`src/logic/core_pkg.sv`:
```
`default_nettype none

package core_pkg;

    localparam int data_w   = 64;
    localparam int regnum_w = 5;
    localparam int imm_w    = 16;
    localparam int shamt_w  = 5;

    typedef enum logic [2:0] {ALU_ADD, ALU_SUB, ALU_AND, ALU_OR, ALU_XOR, ALU_NOR} alu_op_t;
    typedef enum logic [1:0] {SRC2_REG, SRC2_SEXT_IMM, SRC2_ZEXT_IMM} alu_src2_t;
    typedef enum logic [1:0] {SLT_NONE, SLT_SIGNED, SLT_UNSIGNED} slt_type_t;
    typedef enum logic [1:0] {CUT_NONE, CUT_SEXT, CUT_ZEXT} cut32_t;
    typedef enum logic [1:0] {PLUS32_NONE, PLUS32_LEFT, PLUS32_RIGHT} plus32_t;
    typedef enum logic [1:0] {FWD_REG, FWD_EX, FWD_WB} forward_type_t;

    // ######################################################################
    // stage structs
    // ######################################################################

    typedef struct packed {
        logic                valid;
        logic [regnum_w-1:0] src_a;
        logic [regnum_w-1:0] src_b;
        logic [regnum_w-1:0] dest;
        logic [imm_w-1:0]    imm;
        logic [shamt_w-1:0]  shamt;
        alu_op_t             alu_op;
        alu_src2_t           alu_src2;
        slt_type_t           slt_type;
        cut32_t              cut_alu_out32;
        logic                alu_shifter_src;   // 1 selects the shifter path.
        logic                shift_right;
        logic                shift_arith;
        cut32_t              cut_shifter_out32;
        plus32_t             shifter_plus32;
        logic                lui;
        logic                write_enable;
        logic                ignore_overflow;
    } issue_op_t;

    // same field order as issue_op_t, operands appended at the bottom.
    typedef struct packed {
        logic                valid;
        logic [regnum_w-1:0] src_a;
        logic [regnum_w-1:0] src_b;
        logic [regnum_w-1:0] dest;
        logic [imm_w-1:0]    imm;
        logic [shamt_w-1:0]  shamt;
        alu_op_t             alu_op;
        alu_src2_t           alu_src2;
        slt_type_t           slt_type;
        cut32_t              cut_alu_out32;
        logic                alu_shifter_src;
        logic                shift_right;
        logic                shift_arith;
        cut32_t              cut_shifter_out32;
        plus32_t             shifter_plus32;
        logic                lui;
        logic                write_enable;
        logic                ignore_overflow;
        logic [data_w-1:0]   a_data;
        logic [data_w-1:0]   b_data;
    } id_regs_t;

    typedef struct packed {
        logic                valid;
        logic [data_w-1:0]   out;
        logic [regnum_w-1:0] dest;
        logic                write_enable;
        logic                overflow;
        logic                zero;
    } ex_regs_t;

    typedef struct packed {
        logic                valid;
        logic [data_w-1:0]   result;
        logic [regnum_w-1:0] dest;
        logic                write_enable;      // already qualified by valid and dest.
        logic                overflow;
    } wb_regs_t;

endpackage

`default_nettype wire

```
`src/logic/core_wb.sv`:
```
`timescale 1ns/1ps
`default_nettype none

module core_wb import core_pkg::*; (
    input  logic     clock,
    input  logic     reset,
    input  ex_regs_t ex_regs,
    output wb_regs_t wb
);
    always_ff @(posedge clock, posedge reset) begin
        if (reset) begin
            wb <= '0;
        end else begin
            wb.valid        <= ex_regs.valid;
            wb.result       <= ex_regs.out;
            wb.dest         <= ex_regs.dest;
            // strobe only for live ops that target a real register.
            wb.write_enable <= ex_regs.valid & ex_regs.write_enable & (ex_regs.dest != '0);
            wb.overflow     <= ex_regs.overflow;
        end
    end

endmodule

`default_nettype wire

```
`config.mk`:
```
export PLATFORM = sky130hd
export DESIGN_NAME = core_wb
export DESIGN_NICKNAME = d
export VERILOG_FILES = /design/src/logic/core_pkg.sv /design/src/logic/core_wb.sv
export SDC_FILE = /design/constraint.sdc
export NUM_CORES = 1
export LEC_CHECK = 0
export ABC_CLOCK_PERIOD_IN_PS = 3900
export BUFFER_PORTS_ARGS = -buffer_cell sky130_fd_sc_hd__buf_2
export CAP_MARGIN = 5
export CORE_MARGIN = 2
export CORE_UTILIZATION = 40
export DETAILED_ROUTE_END_ITERATION = 10
export HOLD_SLACK_MARGIN = 0.15
export PLACE_DENSITY = 0.86
export SKIP_LAST_GASP = 1
export SLEW_MARGIN = 20
export SYNTH_ARGS = -nofsm -noshare
export SYNTH_HDL_FRONTEND = slang
export SYNTH_SLANG_ARGS = --single-unit
```
`constraint.sdc`:
```
create_clock -name clock -period 3.9 [get_ports clock]
set_input_delay 0.39 -clock clock [delete_from_list [all_inputs] [get_ports clock]]
set_output_delay 0.39 -clock clock [all_outputs]
set_load 0.05 [all_outputs]
```
==> reports/qor.yml <==
critPathKind: "flip-flop to primary output"
dp_hpwl_um: 3100
largest_register_ffs: 72
cts_buffers: 9
slowest_stage: "dfrtp_1"
min_path_type: "input port to flip-flop"
ys_seq_area_share_pct: 98.9
setup_ws_ns: 2.56
grt_pass1_vias: 1316
end_kind: "primary output"
die_h_um: 71.5
finalSetupTns_ns: 0
synth.ff_latch_count: 72
period_share_pct: 34.4
top_regs: "wb: 72 flops"
syn2layout_area_growth_pct: 56.7
drv_cap: 0
grt_pass1_wl_um: 6070
drtIter0Drc: 25
chipWidth_um: 71.5
final_common_cell: "buf_2"
synth_fa_ha_area_share_pct: 0
cts-htree-levels: 3
most-common-layout-cells: "buf_2 (145), dfrtp_1 (72), clkbuf_8 (10), dlygate4sd3_1 (7), clkinv_2 (4)"
startpoint_type: "flip-flop"
met1_usage_pct: 18.6
pre_cts_ws_ns: 2.37
fmax_ghz: 0.746
synth-compound-area-share_pct: 0.549
grt_max_degree: 38
row_count: 24
wl_per_cell_um: 14.1
synth_top_family_by_area: "compound AO/OA/AOI/OAI gates"
worst_slew_pin_slew_ns: 0.711
initial_core_util_pct: 41.6
top_register: "wb"
min_period_ns: 1.34
busiest_layer: "met2"
post-route-drc-count: 0
grt-ovfl-total: 0
hold_viol_final: 0
drive_gt1_share_pct: 66.0
path_cells: "buf_2"
coreArea_um2: 4380
vias: 1248
portBuffers: 145
p_leak_nw: 1.54
grt.met3_usage_pct: 8.02
cp_slowest_stage_delay_ns: 0.36
setup_violations: 0
slew_violations: 0
synthSimpleGateAreaFrac_pct: 0.343
syn_inst: 75
maxSlewHeadroom_pct: 52.5
crit_fanout: 1
cp.arrival_ns: 0.95
num_antenna_cells: 0
yosys_warnings: 0
drt_wl_total_um: 4160
gp_congestion: 0.646
nets: 314
syn_area_um2: 1820
synth_mux_area_share_pct: 0
ant_nets: 0
cp_top_family: "flip-flops"
status: "finished clean"
cts.sinks: 72
rsz0062_at_grt: "false"
vdd_ir_drop_max_v: 0.000284
yosys.cell_types.count: 4
synthXorXnorAreaFrac_pct: 0
ios: 147
crit_buf_inv: 1
clk_pin_slew_worst_paths_ns: 0.07
syn_nets: 150
clockBufferDepth: 2
cts_root_buf: "clkbuf_8"
powerDensity_nw_per_um2: 532
gr-usage-all-layers_pct: 16.5
grt_use_met2_pct: 26.0
syn_area_per_cell_um2: 24.3
antenna_found_initial: 0
drt-pass1-iter-count: 2
dieArea_um2: 5110
cts_tree: "built"
viasPerCell: 4.22
cp.required_ns: 3.51
## synthesized netlist by cell type, drive strengths merged
master	n	area share, %
o311a	1	0.55
or3	1	0.34
inv	1	0.21
dfrtp	72	99
## routing by layer
layer | part of all wire (%) | up-vias | wire (um)
met3 | 13 | 8 | 537
li1 | - | 561 | -
met1 | 34 | 582 | 1430
met5 | 0 | - | 0
met4 | 1.8 | 0 | 74
met2 | 51 | 97 | 2120
## per-stage QoR
stage                     area (um2)  cells  total power [mW]  util, %  hold slack, ns
after floorplan                 1820     75             0.959        -           0.421
after detailed placement        2620    273              1.04     59.8           0.499
after CTS                       2790    289              1.53     63.5           0.154
after global routing            2860    296              1.58     65.1           0.151
final                           2860    296              1.52     65.1           0.167
after global placement          2620    273              1.04     59.8           0.498
## final cells by class
type                            count  area (um2)
Sequential cell                    72        1800
Fill cell                         347        1530
Timing Repair Buffer              153         803
Clock buffer                       12         145
Tap cell                           52        65.1
Clock inverter                      4        20.0
Multi-Input combinational cell      2        16.3
Inverter                            1        3.75
## power by group
part	internal, mW	total, mW	switching, mW	leakage (nW)
Clock	0.244	0.489	0.245	0.0899
Combinational	0.0570	0.237	0.180	0.614
Sequential	0.784	0.793	0.00907	0.840
## repair_timing
item / 4_1_cts / 5_1_grt
endpoints found under the setup margin: 0 / 0
gates resized for setup: 0 / 0
hold buffers: 0 / 7
buffers inserted: 0 / 0
endpoints found under the hold margin: 0 / 7
## worst paths after layout
kind | slack (ns) | to | from | depth (start not counted)
min in group asynchronous | 0.18 | wb[52] | reset | 2
max in group asynchronous | 2.80 | wb[59] | reset | 3
min | 0.17 | wb[65] | ex_regs[66] | 1
max | 2.56 | wb[4] | wb[4] | 1
## cell families (layout without fill, tap and decap cells)
kind of cell	Yosys count	after routing
AO/OA/AOI/OAI	1	1
flip-flops	72	72
buffers and inverters	1	170
AND/OR/NAND/NOR	1	1
Note: power is estimated with default switching activity, not from simulation.
