`src/logic/core_pkg.sv`:
```
`default_nettype none

package core_pkg;

    localparam int data_w   = 64;
    localparam int regnum_w = 5;
    localparam int imm_w    = 16;
    localparam int shamt_w  = 5;

    typedef enum logic [2:0] {ALU_ADD, ALU_SUB, ALU_AND, ALU_OR, ALU_XOR, ALU_NOR} alu_op_t;
    typedef enum logic [1:0] {SRC2_REG, SRC2_SEXT_IMM, SRC2_ZEXT_IMM} alu_src2_t;
    typedef enum logic [1:0] {SLT_NONE, SLT_SIGNED, SLT_UNSIGNED} slt_type_t;
    typedef enum logic [1:0] {CUT_NONE, CUT_SEXT, CUT_ZEXT} cut32_t;
    typedef enum logic [1:0] {PLUS32_NONE, PLUS32_LEFT, PLUS32_RIGHT} plus32_t;
    typedef enum logic [1:0] {FWD_REG, FWD_EX, FWD_WB} forward_type_t;

    // ######################################################################
    // stage structs
    // ######################################################################

    typedef struct packed {
        logic                valid;
        logic [regnum_w-1:0] src_a;
        logic [regnum_w-1:0] src_b;
        logic [regnum_w-1:0] dest;
        logic [imm_w-1:0]    imm;
        logic [shamt_w-1:0]  shamt;
        alu_op_t             alu_op;
        alu_src2_t           alu_src2;
        slt_type_t           slt_type;
        cut32_t              cut_alu_out32;
        logic                alu_shifter_src;   // 1 selects the shifter path.
        logic                shift_right;
        logic                shift_arith;
        cut32_t              cut_shifter_out32;
        plus32_t             shifter_plus32;
        logic                lui;
        logic                write_enable;
        logic                ignore_overflow;
    } issue_op_t;

    // same field order as issue_op_t, operands appended at the bottom.
    typedef struct packed {
        logic                valid;
        logic [regnum_w-1:0] src_a;
        logic [regnum_w-1:0] src_b;
        logic [regnum_w-1:0] dest;
        logic [imm_w-1:0]    imm;
        logic [shamt_w-1:0]  shamt;
        alu_op_t             alu_op;
        alu_src2_t           alu_src2;
        slt_type_t           slt_type;
        cut32_t              cut_alu_out32;
        logic                alu_shifter_src;
        logic                shift_right;
        logic                shift_arith;
        cut32_t              cut_shifter_out32;
        plus32_t             shifter_plus32;
        logic                lui;
        logic                write_enable;
        logic                ignore_overflow;
        logic [data_w-1:0]   a_data;
        logic [data_w-1:0]   b_data;
    } id_regs_t;

    typedef struct packed {
        logic                valid;
        logic [data_w-1:0]   out;
        logic [regnum_w-1:0] dest;
        logic                write_enable;
        logic                overflow;
        logic                zero;
    } ex_regs_t;

    typedef struct packed {
        logic                valid;
        logic [data_w-1:0]   result;
        logic [regnum_w-1:0] dest;
        logic                write_enable;      // already qualified by valid and dest.
        logic                overflow;
    } wb_regs_t;

endpackage

`default_nettype wire

```
`src/logic/core_id.sv`:
```
`timescale 1ns/1ps
`default_nettype none

module core_id import core_pkg::*; (
    input  logic                clock,
    input  logic                reset,
    input  logic                flush,
    input  issue_op_t           issue,
    output logic [regnum_w-1:0] rd_addr_a,
    output logic [regnum_w-1:0] rd_addr_b,
    input  logic [data_w-1:0]   rd_a,
    input  logic [data_w-1:0]   rd_b,
    output id_regs_t            id_regs
);
    // operands are read in the issue cycle.
    assign rd_addr_a = issue.src_a;
    assign rd_addr_b = issue.src_b;

    always_ff @(posedge clock, posedge reset) begin
        if (reset) begin
            id_regs <= '0;
        end else if (flush) begin
            id_regs <= '0;  // drop the op on the issue port.
        end else begin
            id_regs <= {issue, rd_a, rd_b};
        end
    end

endmodule

`default_nettype wire

```
`config.mk`:
```
export PLATFORM = sky130hd
export DESIGN_NAME = core_id
export DESIGN_NICKNAME = d
export VERILOG_FILES = /design/src/logic/core_pkg.sv /design/src/logic/core_id.sv
export SDC_FILE = /design/constraint.sdc
export NUM_CORES = 1
export LEC_CHECK = 0
export BUFFER_PORTS_ARGS = -buffer_cell sky130_fd_sc_hd__buf_2
export CAP_MARGIN = 10
export CORE_AREA = 4 4 147 149
export DETAILED_ROUTE_END_ITERATION = 6
export DIE_AREA = 0 0 151 153
export GPL_TIMING_DRIVEN = 0
export HOLD_SLACK_MARGIN = 0.06
export RECOVER_POWER = 50
export SLEW_MARGIN = 20
export SYNTH_ARGS = -nofsm -noshare
export SYNTH_HDL_FRONTEND = slang
export SYNTH_SLANG_ARGS = --single-unit
export TNS_END_PERCENT = 20
```
`constraint.sdc`:
```
create_clock -name clock -period 15.2 [get_ports clock]
set_clock_uncertainty 0.1 [all_clocks]
set_input_delay 3.04 -clock clock [delete_from_list [all_inputs] [get_ports clock]]
set_output_delay 3.04 -clock clock [all_outputs]
set_load 0.005 [all_outputs]
```
==> metrics.txt <==
status=complete, but fails checks; failing checks=capacitance limit, slew limit; final setup vio count=0; grt total ovfl=0; crit path DAT=3.38 ns; Critical Path RT=between 10 and 15 ns; Post-Synthesis Cells=399; Die W=roughly 150 um; post-route setup slack=8.68 ns; largest family of logic cells by synthesized area=simple AND/OR/NAND/NOR gates; CTS tree=done; WL met1=slightly above 6000 um; first-pass iteration count of the detailed router=4; Reg power frac=49.5%; Root Buffer=clkbuf_16; layout cells sized above 1=between 50% and 60%; highest routed metal layer=met5; hold path cells=2; Leak=around 4.8 nW; DRC=0; leading area contributor after synthesis=dfrtp_1; Synth Register Bits=about 180; final hold vios=0; Gate power share=about 9%; Max Slew Vio Count=85; starting density of the core=between 20% and 30%; internal power=around 0.0008 W; Setup TNS=0 ns; initial antenna violation count=2; Top reg by flops=id_regs; max reg flops=~180; biggest regs=id_regs: 184 flops; post-layout minimum cycle time=about 6.5 ns; VDD IR max=slightly below 0.00007 V; area grow syn2layout=47.8%; Max-Cap Viols=1; Antenna Nets Post-Route=0; # Post-CTS Setup Buffers=0; hold_buf cts=0; crit path kind=in -> out; nets=roughly 990; Post-Route WL=17100 um; post_cts resized=0; Clock Tree Buf Depth=2; XOR/XNOR Fraction of Synth Area=0%; Netlist cell types=6; NetSw=between 0.0002 and 0.0003 W; H-tree levels=4; vias post-DR=approximately 4200; mux share of post-synthesis cell area=0%; Placer Congestion=0.763; Critical Path End Type=output pin; mean number of vias per cell=between 3 and 4; crit start category=input pin; Hold Crit Start=issue[39]; GRT Util Overall=roughly 15%; ranking of synthesized cells by area=dfrtp_1 (78%), nor2b_1 (19%), buf_2 (1.5%); syn_nets=between 500 and 600; unrepaired setup endpoints after global routing=no; fin crit share=between 40% and 50%; area share of the largest cell type after synthesis=~78%; Routed wire per std cell=15.8 um; # rows=between 50 and 60; Switching Fraction=24.2%; worst hold path class=in -> reg; routed wl met2=8670 um; Place WS=between 8 and 9 ns; area fraction in compound gates after synthesis=0%; Die Y=153 um; input/output buffers=roughly 380; Synth warnings=0; sequential area share after synthesis=77.6%; Core Region=just over 20000 um^2; vias in the first global route=approximately 4400; Simple-Gate Fraction of Synth Area=19.4%; die area=~23000 um^2; met3 WL=around 2100 um; worst-margin pin slew=around 3.7 ns; total design power=between 0.001 and 0.0015 W; Mapped Area=about 5900 um^2; Synth Area per Inst=14.9 um^2; largest net degree at the start of global routing=101; Clock Pin Slew Worst Setup and Hold Paths=around 0.070 ns; clock network fraction of design power=between 40% and 50%; Post-DP HPWL=between 10000 and 15000 um; CTS buffer count=17; worst setup path startpoint=issue[46]; pwr/cell area=about 120 nW/um^2; Max FO, Critical Path=2; Top Ports=~380; global-route wire length before repair=25400 um; Sink Count=~180; drt initial violations=around 120; Max Clock Freq=about 150 MHz; Max-slew headroom=-149%; Adder-Cell Fraction of Synth Area=0%
-- metrics by stage --
stage	util, %	hold slack, ns	cell area, um^2	cells
3_3_place_gp	40.5	3.16	8170	1048
5_1_grt	43.4	2.71	8760	1081
3_5_place_dp	40.7	3.06	8200	1049
2_1_floorplan	-	3.08	5930	399
6_report	43.5	2.73	8760	1082
4_1_cts	43.6	2.59	8790	1081
-- layout by cell type, fill, tap and decap left out, drive strengths merged --
| cell type | instances |
|---|---|
| buf | 390 |
| nor2b | 184 |
| dfrtp | 184 |
| clkbuf | 40 |
| inv | 8 |
| clkinv | 4 |
| diode | 1 |
| clkinvlp | 1 |
-- per-layer routing --
metal | vias up | GRT usage [%]
met5 | - | 0
met4 | 4 | 4.49
met3 | 15 | 7.08
met2 | 232 | 25.4
met1 | 1977 | 15.6
li1 | 1986 | -
-- power by group through the flow --
stage / Combinational (W) / Clock, W / Sequential (W)
final: 0.0000952 / 0.000434 / 0.000520
after global routing: 0.000107 / 0.000472 / 0.000522
after CTS: 0.0000995 / 0.000451 / 0.000520
after detailed placement: 0.0000993 / 0 / 0.000529
after global placement: 0.0000975 / 0 / 0.000529
after floorplan: 0.0000324 / 0 / 0.000534
-- path summary, 6_finish.rpt --
kind / to / slack [ns]
max in group asynchronous: id_regs[148] / 9.71
worst max-delay path: rd_addr_b[1] / 8.68
worst min-delay path: id_regs[167] / 2.73
min in group asynchronous: id_regs[112] / 3.62
-- worst max-delay path, cell delays in order --
cell and delay (ns):
buf_2 0.11, buf_4 0.12, buf_2 0.12
-- cell families (layout without fill, tap and decap cells) --
kind of cell,Yosys count,after routing
flip-flops,184,184
AND/OR/NAND/NOR,184,184
other,0,1
buffers and inverters,31,443
-- Yosys cell counts, drive strengths merged --
library cell and count:
buf 28, clkbuf 2, dfrtp 184, inv 1, nor2b 184
-- area by class of cell --
type	instances	area, um^2
Timing Repair Buffer	380	1920
Fill cell	1969	11400
Inverter	1	5.00
Sequential cell	184	4600
Multi-Input combinational cell	184	1150
Clock buffer	20	467
Antenna cell	1	2.50
Buffer	30	150
Clock inverter	12	123
Tap cell	270	338
(Power assumes the default switching activity.)
