**src/logic/core_pkg.sv**
```systemverilog
`default_nettype none

package core_pkg;

    localparam int data_w   = 64;
    localparam int regnum_w = 5;
    localparam int imm_w    = 16;
    localparam int shamt_w  = 5;

    typedef enum logic [2:0] {ALU_ADD, ALU_SUB, ALU_AND, ALU_OR, ALU_XOR, ALU_NOR} alu_op_t;
    typedef enum logic [1:0] {SRC2_REG, SRC2_SEXT_IMM, SRC2_ZEXT_IMM} alu_src2_t;
    typedef enum logic [1:0] {SLT_NONE, SLT_SIGNED, SLT_UNSIGNED} slt_type_t;
    typedef enum logic [1:0] {CUT_NONE, CUT_SEXT, CUT_ZEXT} cut32_t;
    typedef enum logic [1:0] {PLUS32_NONE, PLUS32_LEFT, PLUS32_RIGHT} plus32_t;
    typedef enum logic [1:0] {FWD_REG, FWD_EX, FWD_WB} forward_type_t;

    // ######################################################################
    // stage structs
    // ######################################################################

    typedef struct packed {
        logic                valid;
        logic [regnum_w-1:0] src_a;
        logic [regnum_w-1:0] src_b;
        logic [regnum_w-1:0] dest;
        logic [imm_w-1:0]    imm;
        logic [shamt_w-1:0]  shamt;
        alu_op_t             alu_op;
        alu_src2_t           alu_src2;
        slt_type_t           slt_type;
        cut32_t              cut_alu_out32;
        logic                alu_shifter_src;   // 1 selects the shifter path.
        logic                shift_right;
        logic                shift_arith;
        cut32_t              cut_shifter_out32;
        plus32_t             shifter_plus32;
        logic                lui;
        logic                write_enable;
        logic                ignore_overflow;
    } issue_op_t;

    // same field order as issue_op_t, operands appended at the bottom.
    typedef struct packed {
        logic                valid;
        logic [regnum_w-1:0] src_a;
        logic [regnum_w-1:0] src_b;
        logic [regnum_w-1:0] dest;
        logic [imm_w-1:0]    imm;
        logic [shamt_w-1:0]  shamt;
        alu_op_t             alu_op;
        alu_src2_t           alu_src2;
        slt_type_t           slt_type;
        cut32_t              cut_alu_out32;
        logic                alu_shifter_src;
        logic                shift_right;
        logic                shift_arith;
        cut32_t              cut_shifter_out32;
        plus32_t             shifter_plus32;
        logic                lui;
        logic                write_enable;
        logic                ignore_overflow;
        logic [data_w-1:0]   a_data;
        logic [data_w-1:0]   b_data;
    } id_regs_t;

    typedef struct packed {
        logic                valid;
        logic [data_w-1:0]   out;
        logic [regnum_w-1:0] dest;
        logic                write_enable;
        logic                overflow;
        logic                zero;
    } ex_regs_t;

    typedef struct packed {
        logic                valid;
        logic [data_w-1:0]   result;
        logic [regnum_w-1:0] dest;
        logic                write_enable;      // already qualified by valid and dest.
        logic                overflow;
    } wb_regs_t;

endpackage

`default_nettype wire

```
**src/logic/forward_unit.sv**
```systemverilog
`timescale 1ns/1ps
`default_nettype none

module forward_unit import core_pkg::*; (
    input  id_regs_t      id_regs,
    input  ex_regs_t      ex_regs,
    input  wb_regs_t      wb,
    output forward_type_t forward_a,
    output forward_type_t forward_b
);
    logic ex_hit;
    logic wb_hit;

    // a nonzero dest is required, so r0 reads always come from the file.
    assign ex_hit = ex_regs.valid & ex_regs.write_enable & (ex_regs.dest != '0);
    assign wb_hit = wb.valid & wb.write_enable & (wb.dest != '0);

    // ex holds the newer value and wins over wb.
    assign forward_a = (ex_hit && ex_regs.dest == id_regs.src_a) ? FWD_EX :
                       (wb_hit && wb.dest == id_regs.src_a)      ? FWD_WB : FWD_REG;

    assign forward_b = (ex_hit && ex_regs.dest == id_regs.src_b) ? FWD_EX :
                       (wb_hit && wb.dest == id_regs.src_b)      ? FWD_WB : FWD_REG;

endmodule

`default_nettype wire

```
**config.mk**
```make
export PLATFORM = sky130hd
export DESIGN_NAME = forward_unit
export DESIGN_NICKNAME = d
export VERILOG_FILES = /design/src/logic/core_pkg.sv /design/src/logic/forward_unit.sv
export SDC_FILE = /design/constraint.sdc
export NUM_CORES = 1
export LEC_CHECK = 0
export BUFFER_PORTS_ARGS = -buffer_cell sky130_fd_sc_hd__buf_2
export CAP_MARGIN = 20
export CORE_AREA = 4 4 129 131
export DETAILED_ROUTE_END_ITERATION = 12
export DIE_AREA = 0 0 133 135
export PLACE_DENSITY_LB_ADDON = 0.15
export SETUP_SLACK_MARGIN = 0.3
export SYNTH_ARGS = -nofsm -noshare
export SYNTH_HDL_FRONTEND = slang
export SYNTH_SLANG_ARGS = --single-unit
```
**constraint.sdc**
```tcl
create_clock -name vclk -period 1.9
set_input_delay 0.095 -clock vclk [all_inputs]
set_output_delay 0.095 -clock vclk [all_outputs]
set_load 0.01 [all_outputs]
```
==> key figures, run 1 <==
Clocking
  – Hold-fix buffers, CTS: 0

GRT
  – Vias in the first global route: 429
  – Tot GR Track Use: 0.0227
  – Antenna violations before repair: 0
  – Largest net degree at the start of global routing: 4
  – Global-route wire length before repair: 2970 µm
  – Total gr overflow: 0

Floorplan
  – Die Wd: 133 µm
  – Die Y-Extent: 135 µm
  – Initial Util: 0.0175
  – Row count: 46
  – Core area: 0.0156 mm²
  – Io pins: 333
  – Die Footprint: 0.0180 mm²

Critical path
  – Critical path launch point type: input port
  – Crit-path max FO: 3
  – Critical Path Sink Type: output port
  – WP data required: 1.80 ns
  – Arrival time at the worst endpoint: 1.49 ns
  – Critical Path Sink: forward_b[1]
  – Worst Setup Path Type: in2out
  – Worst Setup SP: ex_regs[4]

Layout
  – Share of layout cells above drive strength 1: 0.582
  – Antenna Cells: 0
  – Layout Utilization: 0.0500
  – Fin cells: 283
  – Fillers: 1865
  – Nets@finish: 398
  – Design area: 779 µm²
  – Number of sequential cells: 0
  – Clock buffer count: 0
  – Register area: 0 µm²
  – Commonest non-fill, non-tap cell in the layout: buf_2
  – Area Growth Syn to Fin: 186%
  – Commonest non-fill, non-tap cells in the layout: buf_2, xnor2_1, xor2_1

Detailed routing
  – # DRC: 0
  – DR WL/cell: 7.65 µm
  – Drt pass-1 iters: 2
  – Vias per cell: 1.29
  – Initial detailed-routing violation count: 1
  – ANT nets after route: 0
  – Via count: 365
  – Final wirelength: 2160 µm

STA
  – Hold Vio Cnt, Final: 0
  – Slew at the pin closest to its max-slew limit: 0.278 ns
  – Min cycle time layout: 1.58 ns
  – Max Slew Vio Count: 0
  – Unrepaired setup endpoints after global routing: yes
  – Period utilization: 0.833
  – Setup TNS: 0 ns
  – Setup ws final: 0.317 ns
  – Rel. slew slack: 0.813
  – # setup viols final: 0
  – Fmax: 632 MHz
  – Hold slack: 0.636 ns

Power and ir drop
  – Worst ir drop on vdd: 0.0340 mV
  – Comb pwr share: 1.000
  – PwrDens: 151 mW/mm²
  – Flop pwr share: 0
  – Sw Ratio: 0.528
  – Pleak: 0.237 nW
  – Sw Pwr: 0.0622 mW
  – Internal Power: 0.0556 mW
  – Clock network power share: 0
  – Final Power: 0.118 mW

Synth
  – Post-Syn Instances: 34
  – Post-Syn Area: 273 µm²
  – Sequential area share after synthesis: 0
  – Avg Inst Size Synth: 8.02 µm²
  – Synth warnings: 0
  – Syn_nets: 363
  – Synth unique cells: 9

Place
  – Gpl congestion: 0.611
  – Port Buffers: 28
  – Worst slack, placed: 0.218 ns
  – Area post-placement: 683 µm²
  – # placed instances: 278

Worst hold path
  – HP Class: in2out

Flow run
  – Maxcap violations: 0

Outcome
  – Status: complete, no violations
## final cells by class
| class | count | area (µm²) | share of cell area |
|---|---|---|---|
| repair buffers | 33 | 194 | 0.249 |
| well taps | 216 | 270 | 0.347 |
| multi-input cells | 34 | 315 | 0.404 |
## per-layer routing
layer	vias up	wire (µm)	track usage
li1	189	-	-
met1	158	1220	0.0387
met2	18	843	0.0310
met3	0	99	0.00298
met4	0	0	0
met5	-	0	0
## cells in the mapped netlist
library cell	n	area (µm²)
xnor2_1	10	87.6
o211ai_2	1	12.5
xor2_1	10	87.6
nand3_1	4	20.0
nor3_1	2	10.0
o211ai_1	1	7.51
or4_1	2	15.0
nor3_2	2	20.0
nor4_1	2	12.5
## logic make-up after synthesis
family / synth area share
compound gates: 0.0734
xor+xnor: 0.642
simple gates: 0.284
## worst min path at each step
stage / slack [ns] / cells after the start / to / start
after floorplan: 0.32 / 2 / forward_b[0] / ex_regs[72]
after global placement: 0.62 / 4 / forward_b[0] / ex_regs[72]
after detailed placement: 0.61 / 4 / forward_b[0] / ex_regs[72]
after CTS: 0.61 / 4 / forward_b[0] / ex_regs[72]
after global routing: 0.70 / 5 / forward_a[1] / id_regs[181]
final: 0.64 / 5 / forward_a[1] / id_regs[181]
## power by group through the flow
stage               Sequential [mW]  Clock [mW]  Combinational [mW]
finish                            0           0               0.118
detailed placement                0           0               0.101
CTS                               0           0               0.104
global placement                  0           0               0.102
floorplan                         0           0              0.0409
global route                      0           0               0.131
## what timing repair did
action / in CTS / in global routing
gates resized for setup: 1 / 11
pin swaps: 2 / 6
buffers inserted: 1 / 4
setup endpoints to repair: 2 / 3
## worst max-delay path: stages
cell      delay (ns)
buf_8           0.10
or4_4           0.56
o211ai_4        0.28
nor4_4          0.07
nor3_2          0.21
buf_2           0.17
No activity file was read; power rests on OpenSTA's default activity.
==> inputs of run 2 (changes only) <==
==> constraint.sdc (replaced) <==
create_clock -name vclk -period 1.6
set_input_delay 0.08 -clock vclk [all_inputs]
set_output_delay 0.08 -clock vclk [all_outputs]
set_load 0.01 [all_outputs]
==> run 2 against run 1 <==
Global-route usage hardly changed. Non-clock buffer count is 1 higher. Critical path depth stayed put. Final cell count is 0.35% higher. Worst hold slack better by 0.021 ns. Count of clock-buffer cells in the layout stayed put. Design area is 7.5% higher. Routed wire length is 1.4% lower. First-iteration DRC count is 100% higher. Total power is 28% higher. Sequential share of layout area stayed put.
==> key figures, run 2 (same netlist as run 1, synthesis figures left out) <==
Flow run
  – Maxcap violations: 0 (unchanged)

Outcome
  – Status: complete, no violations (unchanged)

Floorplan
  – Die Footprint: 0.0180 mm² (unchanged)
  – Io pins: 333 (unchanged)
  – Core area: 0.0156 mm² (unchanged)
  – Die Y-Extent: 135 µm (unchanged)
  – Initial Util: 0.0175 (unchanged)
  – Row count: 46 (unchanged)
  – Die Wd: 133 µm (unchanged)

STA
  – Hold Vio Cnt, Final: 0 (unchanged)
  – Unrepaired setup endpoints after global routing: yes (unchanged)
  – Period utilization: 0.955
  – Rel. slew slack: 0.779 (was 0.813)
  – Fmax: 655 MHz
  – Max Slew Vio Count: 0 (unchanged)
  – Setup ws final: 0.0723 ns (was 0.317 ns)
  – Min cycle time layout: 1.53 ns
  – # setup viols final: 0 (unchanged)
  – Slew at the pin closest to its max-slew limit: 0.330 ns (was 0.278 ns)
  – Hold slack: 0.657 ns (was 0.636 ns)

Detailed routing
  – Drt pass-1 iters: 2 (unchanged)
  – Via count: 371 (was 365)
  – DR WL/cell: 7.51 µm (was 7.65 µm)
  – ANT nets after route: 0 (unchanged)
  – Final wirelength: 2130 µm (was 2160 µm)
  – Vias per cell: 1.31 (was 1.29)
  – # DRC: 0 (unchanged)
  – Initial detailed-routing violation count: 2 (was 1)

Layout
  – Layout Utilization: 0.0537 (was 0.0500)
  – Number of sequential cells: 0 (unchanged)
  – Clock buffer count: 0 (unchanged)
  – Area Growth Syn to Fin: 207% (was 186%)
  – Nets@finish: 399 (was 398)
  – Commonest non-fill, non-tap cells in the layout: buf_2, xnor2_1, xor2_1 (unchanged)
  – Antenna Cells: 0 (unchanged)
  – Register area: 0 µm² (unchanged)
  – Share of layout cells above drive strength 1: 0.603 (was 0.582)
  – Fillers: 1855 (was 1865)
  – Fin cells: 284 (was 283)
  – Commonest non-fill, non-tap cell in the layout: buf_2 (unchanged)

Worst hold path
  – HP Class: in2out (unchanged)
  – Worst hold stages: 5 (unchanged)
  – Hold endpoint: forward_b[1] (was forward_a[1])
  – Worst Hold Launch: wb[5] (was id_regs[181])

Critical path
  – WP data required: 1.52 ns (was 1.80 ns)
  – Critical path launch point type: input port (unchanged)
  – Critical Path Sink Type: output port (unchanged)
  – Worst Setup Path Type: in2out (unchanged)
  – Crit-path max FO: 2 (was 3)
  – Arrival time at the worst endpoint: 1.45 ns (was 1.49 ns)
  – Critical Path Max Stage Delay: 0.55 ns (was 0.56 ns)
  – Worst path slowest cell: or4_4 (unchanged)
  – CP cell instances: buf_8, or4_4, o211ai_1, buf_4, nor3_4, buf_2 (was buf_8, or4_4, o211ai_4, nor4_4, nor3_2, buf_2)

Power and ir drop
  – Worst ir drop on vdd: 0.0346 mV (was 0.0340 mV)
  – Pleak: 0.250 nW (was 0.237 nW)
  – Final Power: 0.150 mW (was 0.118 mW)
  – PwrDens: 180 mW/mm² (was 151 mW/mm²)

GRT
  – Largest net degree at the start of global routing: 4 (unchanged)
  – Total gr overflow: 0 (unchanged)
  – Tot GR Track Use: 0.0228 (was 0.0227)
  – Antenna violations before repair: 0 (unchanged)
  – Vias in the first global route: 447 (was 429)
  – Global-route wire length before repair: 3020 µm (was 2970 µm)

Place
  – Gpl congestion: 0.596 (was 0.611)
  – Worst slack, placed: -0.0305 ns (was 0.218 ns)
  – # placed instances: 280 (was 278)
  – Port Buffers: 28 (unchanged)
==> run 2: how the worst max path moves through the flow <==
stage	endpoint	from	cells past startpoint	slack [ns]
after floorplan	forward_a[1]	ex_regs[6]	4	0.38
after global placement	forward_a[1]	wb[3]	6	-0.1
after detailed placement	forward_a[1]	wb[3]	6	-0.03
after CTS	forward_b[1]	wb[6]	6	0.06
after global routing	forward_a[1]	ex_regs[6]	6	0.05
final	forward_a[1]	wb[4]	6	0.07
==> run 2: metrics by stage <==
step	instance area, µm²	setup TNS, ns
detailed placement	698	-0.0581
global placement	698	-0.189
global route	838	0
floorplan	273	0
finish	838	0
CTS	801	0
==> run 2: layout make-up <==
cell class,instances,area [µm²],share of cell area
Multi-Input combinational cell,34,332,0.396
Timing Repair Buffer,34,236,0.282
Tap cell,216,270,0.322
==> run 2: critical path: cells and delay by family <==
kind                   cells  cell delay, ns
AND/OR/NAND/NOR            2            0.59
buffers and inverters      3            0.45
AO/OA/AOI/OAI              1            0.32
==> run 2: where the power goes <==
part           leakage (nW)  switching (mW)  internal [mW]  total, mW
clock network             0               0              0          0
logic                 0.250          0.0758         0.0747      0.150
registers                 0               0              0          0
total                 0.250          0.0758         0.0747      0.150
==> run 2: what timing repair did <==
action / 4_1_cts / 5_1_grt
hold endpoints to repair: 0 / 0
hold buffers: 0 / 0
endpoints found under the setup margin: 4 / 4
buffers inserted: 2 / 2
pin swaps: 4 / 5
gates resized for setup: 19 / 4
==> run 2: routing by layer <==
metal	GRT usage	wire [µm]	up-vias	part of all wire
li1	-	-	191	-
met1	0.0378	1190	162	0.56
met2	0.0327	843	18	0.40
met3	0.00261	98	0	0.046
met4	0	0	0	0
met5	0	0	-	0
==> inputs of run 3 (changes only) <==
--- a/config.mk
+++ b/config.mk
@@ -5,12 +5,14 @@
 export SDC_FILE = /design/constraint.sdc
 export NUM_CORES = 1
 export LEC_CHECK = 0
+export ABC_AREA = 1
 export BUFFER_PORTS_ARGS = -buffer_cell sky130_fd_sc_hd__buf_2
 export CAP_MARGIN = 20
-export CORE_AREA = 4 4 129 131
+export CORE_AREA = 4 4 126 128
 export DETAILED_ROUTE_END_ITERATION = 12
-export DIE_AREA = 0 0 133 135
+export DIE_AREA = 0 0 130 132
 export PLACE_DENSITY_LB_ADDON = 0.15
+export REMOVE_ABC_BUFFERS = 1
 export SETUP_SLACK_MARGIN = 0.3
 export SYNTH_ARGS = -nofsm -noshare
 export SYNTH_HDL_FRONTEND = slang
==> run 3 against run 2 <==
Count of clock-buffer cells in the layout is the same. Sequential share of layout area is the same. Setup slack gained 0.49 ns. Synthesized area grew 38%. Combinational power shrank 14%. Sequential cell count is the same. Global-route usage grew 0.20 points. First-iteration DRC count grew to 5.5 times the previous value. Non-clock buffer count shrank 6. Critical path depth grew 1. Worst hold slack lost 0.11 ns. Total power shrank 14%. Critical endpoint unchanged. Largest power group unchanged.
==> key figures, run 3 <==
Outcome
  – Status: complete, no violations (unchanged)

Detailed routing
  – Drt pass-1 iters: 4 (was 2)
  – Initial detailed-routing violation count: 11 (was 2)
  – Via count: 504 (was 371)
  – # DRC: 0 (unchanged)
  – DR WL/cell: 7.22 µm (was 7.51 µm)
  – ANT nets after route: 0 (unchanged)
  – Final wirelength: 2140 µm (was 2130 µm)
  – Vias per cell: 1.70 (was 1.31)

Power and ir drop
  – Flop pwr share: 0 (about the same)
  – PwrDens: 172 mW/mm² (was 180 mW/mm²)
  – Comb pwr share: 1.000 (about the same)
  – Sw Ratio: 0.565 (was 0.504)
  – Internal Power: 0.0560 mW (was 0.0747 mW)
  – Sw Pwr: 0.0727 mW (was 0.0758 mW)
  – Pleak: 0.353 nW (was 0.250 nW)
  – Clock network power share: 0 (about the same)
  – Worst ir drop on vdd: 0.0419 mV (was 0.0346 mV)

Critical path
  – WP data required: 1.52 ns (about the same)
  – Arrival time at the worst endpoint: 0.96 ns (was 1.45 ns)
  – Critical path launch point type: input port (unchanged)
  – Crit-path max FO: 2 (unchanged)
  – Critical Path Sink Type: output port (unchanged)
  – Worst path slowest cell: xnor2_1 (was or4_4)
  – Worst Setup Path Type: in2out (unchanged)
  – CP cell instances: buf_2, xnor2_1, nand3_1, nor2_1, nand2_1, nor2_1, buf_2 (was buf_8, or4_4, o211ai_1, buf_4, nor3_4, buf_2)
  – Critical Path Max Stage Delay: 0.15 ns (was 0.55 ns)

Floorplan
  – Die Wd: 130 µm (was 133 µm)
  – Row count: 45 (was 46)
  – Die Footprint: 0.0172 mm² (was 0.0180 mm²)
  – Initial Util: 0.0253 (was 0.0175)
  – Die Y-Extent: 132 µm (was 135 µm)
  – Io pins: 333 (unchanged)
  – Core area: 0.0149 mm² (was 0.0156 mm²)

GRT
  – Global-route wire length before repair: 3280 µm (was 3020 µm)
  – Antenna violations before repair: 0 (unchanged)
  – Largest net degree at the start of global routing: 5 (was 4)
  – Tot GR Track Use: 0.0248 (was 0.0228)
  – Total gr overflow: 0 (unchanged)
  – Vias in the first global route: 594 (was 447)

Synth
  – Synth unique cells: 11 (was 9)
  – Sequential area share after synthesis: 0 (unchanged)
  – Post-Syn Instances: 81 (was 34)
  – Post-synth top cells: nand2_1, nor2_1, inv_1 (was xnor2_1, xor2_1, nand3_1)
  – Synth warnings: 0 (unchanged)
  – Top cells by area, synth: nand2_1, xnor2_1, nor2_1 (was xnor2_1, xor2_1, nand3_1)
  – Most common cell in the synthesized netlist: nand2_1
  – Avg Inst Size Synth: 4.63 µm² (was 8.02 µm²)
  – Post-synth top area cell: nand2_1 (was xnor2_1)
  – Top cell type's share of synthesized area: 0.320 (was 0.321)
  – Post-Syn Area: 375 µm² (was 273 µm²)

Layout
  – Antenna Cells: 0 (unchanged)
  – Number of sequential cells: 0 (unchanged)
  – Nets@finish: 440 (was 399)
  – Area Growth Syn to Fin: 100% (was 207%)
  – Register area: 0 µm² (unchanged)
  – Commonest non-fill, non-tap cell in the layout: nand2_1 (was buf_2)
  – Share of layout cells above drive strength 1: 0.339 (was 0.603)
  – Clock buffer count: 0 (unchanged)
  – Design area: 751 µm² (was 838 µm²)
  – Commonest non-fill, non-tap cells in the layout: nand2_1, buf_2, nor2_1 (was buf_2, xnor2_1, xor2_1)

Place
  – Area post-placement: 751 µm² (was 698 µm²)
  – Port Buffers: 28 (unchanged)
  – HPWL Detailed: 2060 µm
  – Gpl congestion: 0.633 (was 0.596)

Worst hold path
  – HP Class: in2out (unchanged)

STA
  – Rel. slew slack: 0.867 (was 0.779)
  – Period utilization: 0.652 (was 0.955)
  – # setup viols final: 0 (unchanged)
  – Max Slew Vio Count: 0 (unchanged)
  – Slew at the pin closest to its max-slew limit: 0.199 ns (was 0.330 ns)
  – Hold Vio Cnt, Final: 0 (unchanged)
  – Setup TNS: 0 ns (unchanged)
  – Min cycle time layout: 1.04 ns (was 1.53 ns)
  – Unrepaired setup endpoints after global routing: no (was yes)
  – Fmax: 959 MHz (was 655 MHz)

Clocking
  – Count of cells resized by post-cts repair: 0 (was 19)
  – Post-CTS Setup Inserts: 0 (was 2)
  – Hold-fix buffers, CTS: 0 (unchanged)

Flow run
  – Maxcap violations: 0 (unchanged)
run 3: cell types whose count changed after synthesis, sizes merged, moves of 2 or more:
cell	previous run	this run
o211ai	2	0
or4	2	0
inv	0	16
nor3	4	0
xor2	10	4
nand2	0	32
xnor2	10	6
nor4	2	0
nor2	0	15
nand3	4	6
run 3: metrics by stage:
stage                     utilization  setup WS [ns]  std cells  power, mW  hold slack (ns)
after CTS                      0.0505          0.491        297      0.133            0.574
after detailed placement       0.0505          0.492        297      0.132            0.572
after global placement         0.0505          0.498        297      0.133            0.578
final                          0.0505          0.558        297      0.129            0.552
after floorplan                     -          0.910         81     0.0644            0.284
after global routing           0.0505          0.443        297      0.152            0.580
run 3: area by class of cell:
type,count,area (µm²)
multi-input combinational,65,315
timing repair buffer,28,140
inverter,16,60.1
tap,188,235
fill,1816,14100
run 3: logic make-up (layout without fill, tap and decap cells):
kind of cell / count (synthesis) / count (layout) / synth area share
xor+xnor: 10 / 10 / 0.233
simple gates: 54 / 54 / 0.593
buf+inv: 16 / 44 / 0.160
compound gates: 1 / 1 / 0.0133
run 3: worst max-delay path: cells and delay by family:
family | cells | cell delay, ns
simple gates | 4 | 0.45
xor+xnor | 1 | 0.15
buf+inv | 2 | 0.28
run 3: layer usage:
layer | global-route usage | routed length [µm]
met2 | 0.0395 | 819
met4 | 0 | 0
met1 | 0.0369 | 1180
met5 | 0 | 0
met3 | 0.00446 | 148
run 3: worst paths after layout:
check               startpoint  slack (ns)  depth (start not counted)            to
hold / removal      ex_regs[2]        0.55                          4  forward_a[0]
setup / recovery  id_regs[182]        0.56                          7  forward_a[1]
run 3: power by group through the flow:
| stage | sequential (mW) | clock (mW) | combinational [mW] |
|---|---|---|---|
| after floorplan | 0 | 0 | 0.0644 |
| after global placement | 0 | 0 | 0.133 |
| after detailed placement | 0 | 0 | 0.132 |
| after CTS | 0 | 0 | 0.133 |
| after global routing | 0 | 0 | 0.152 |
| final | 0 | 0 | 0.129 |
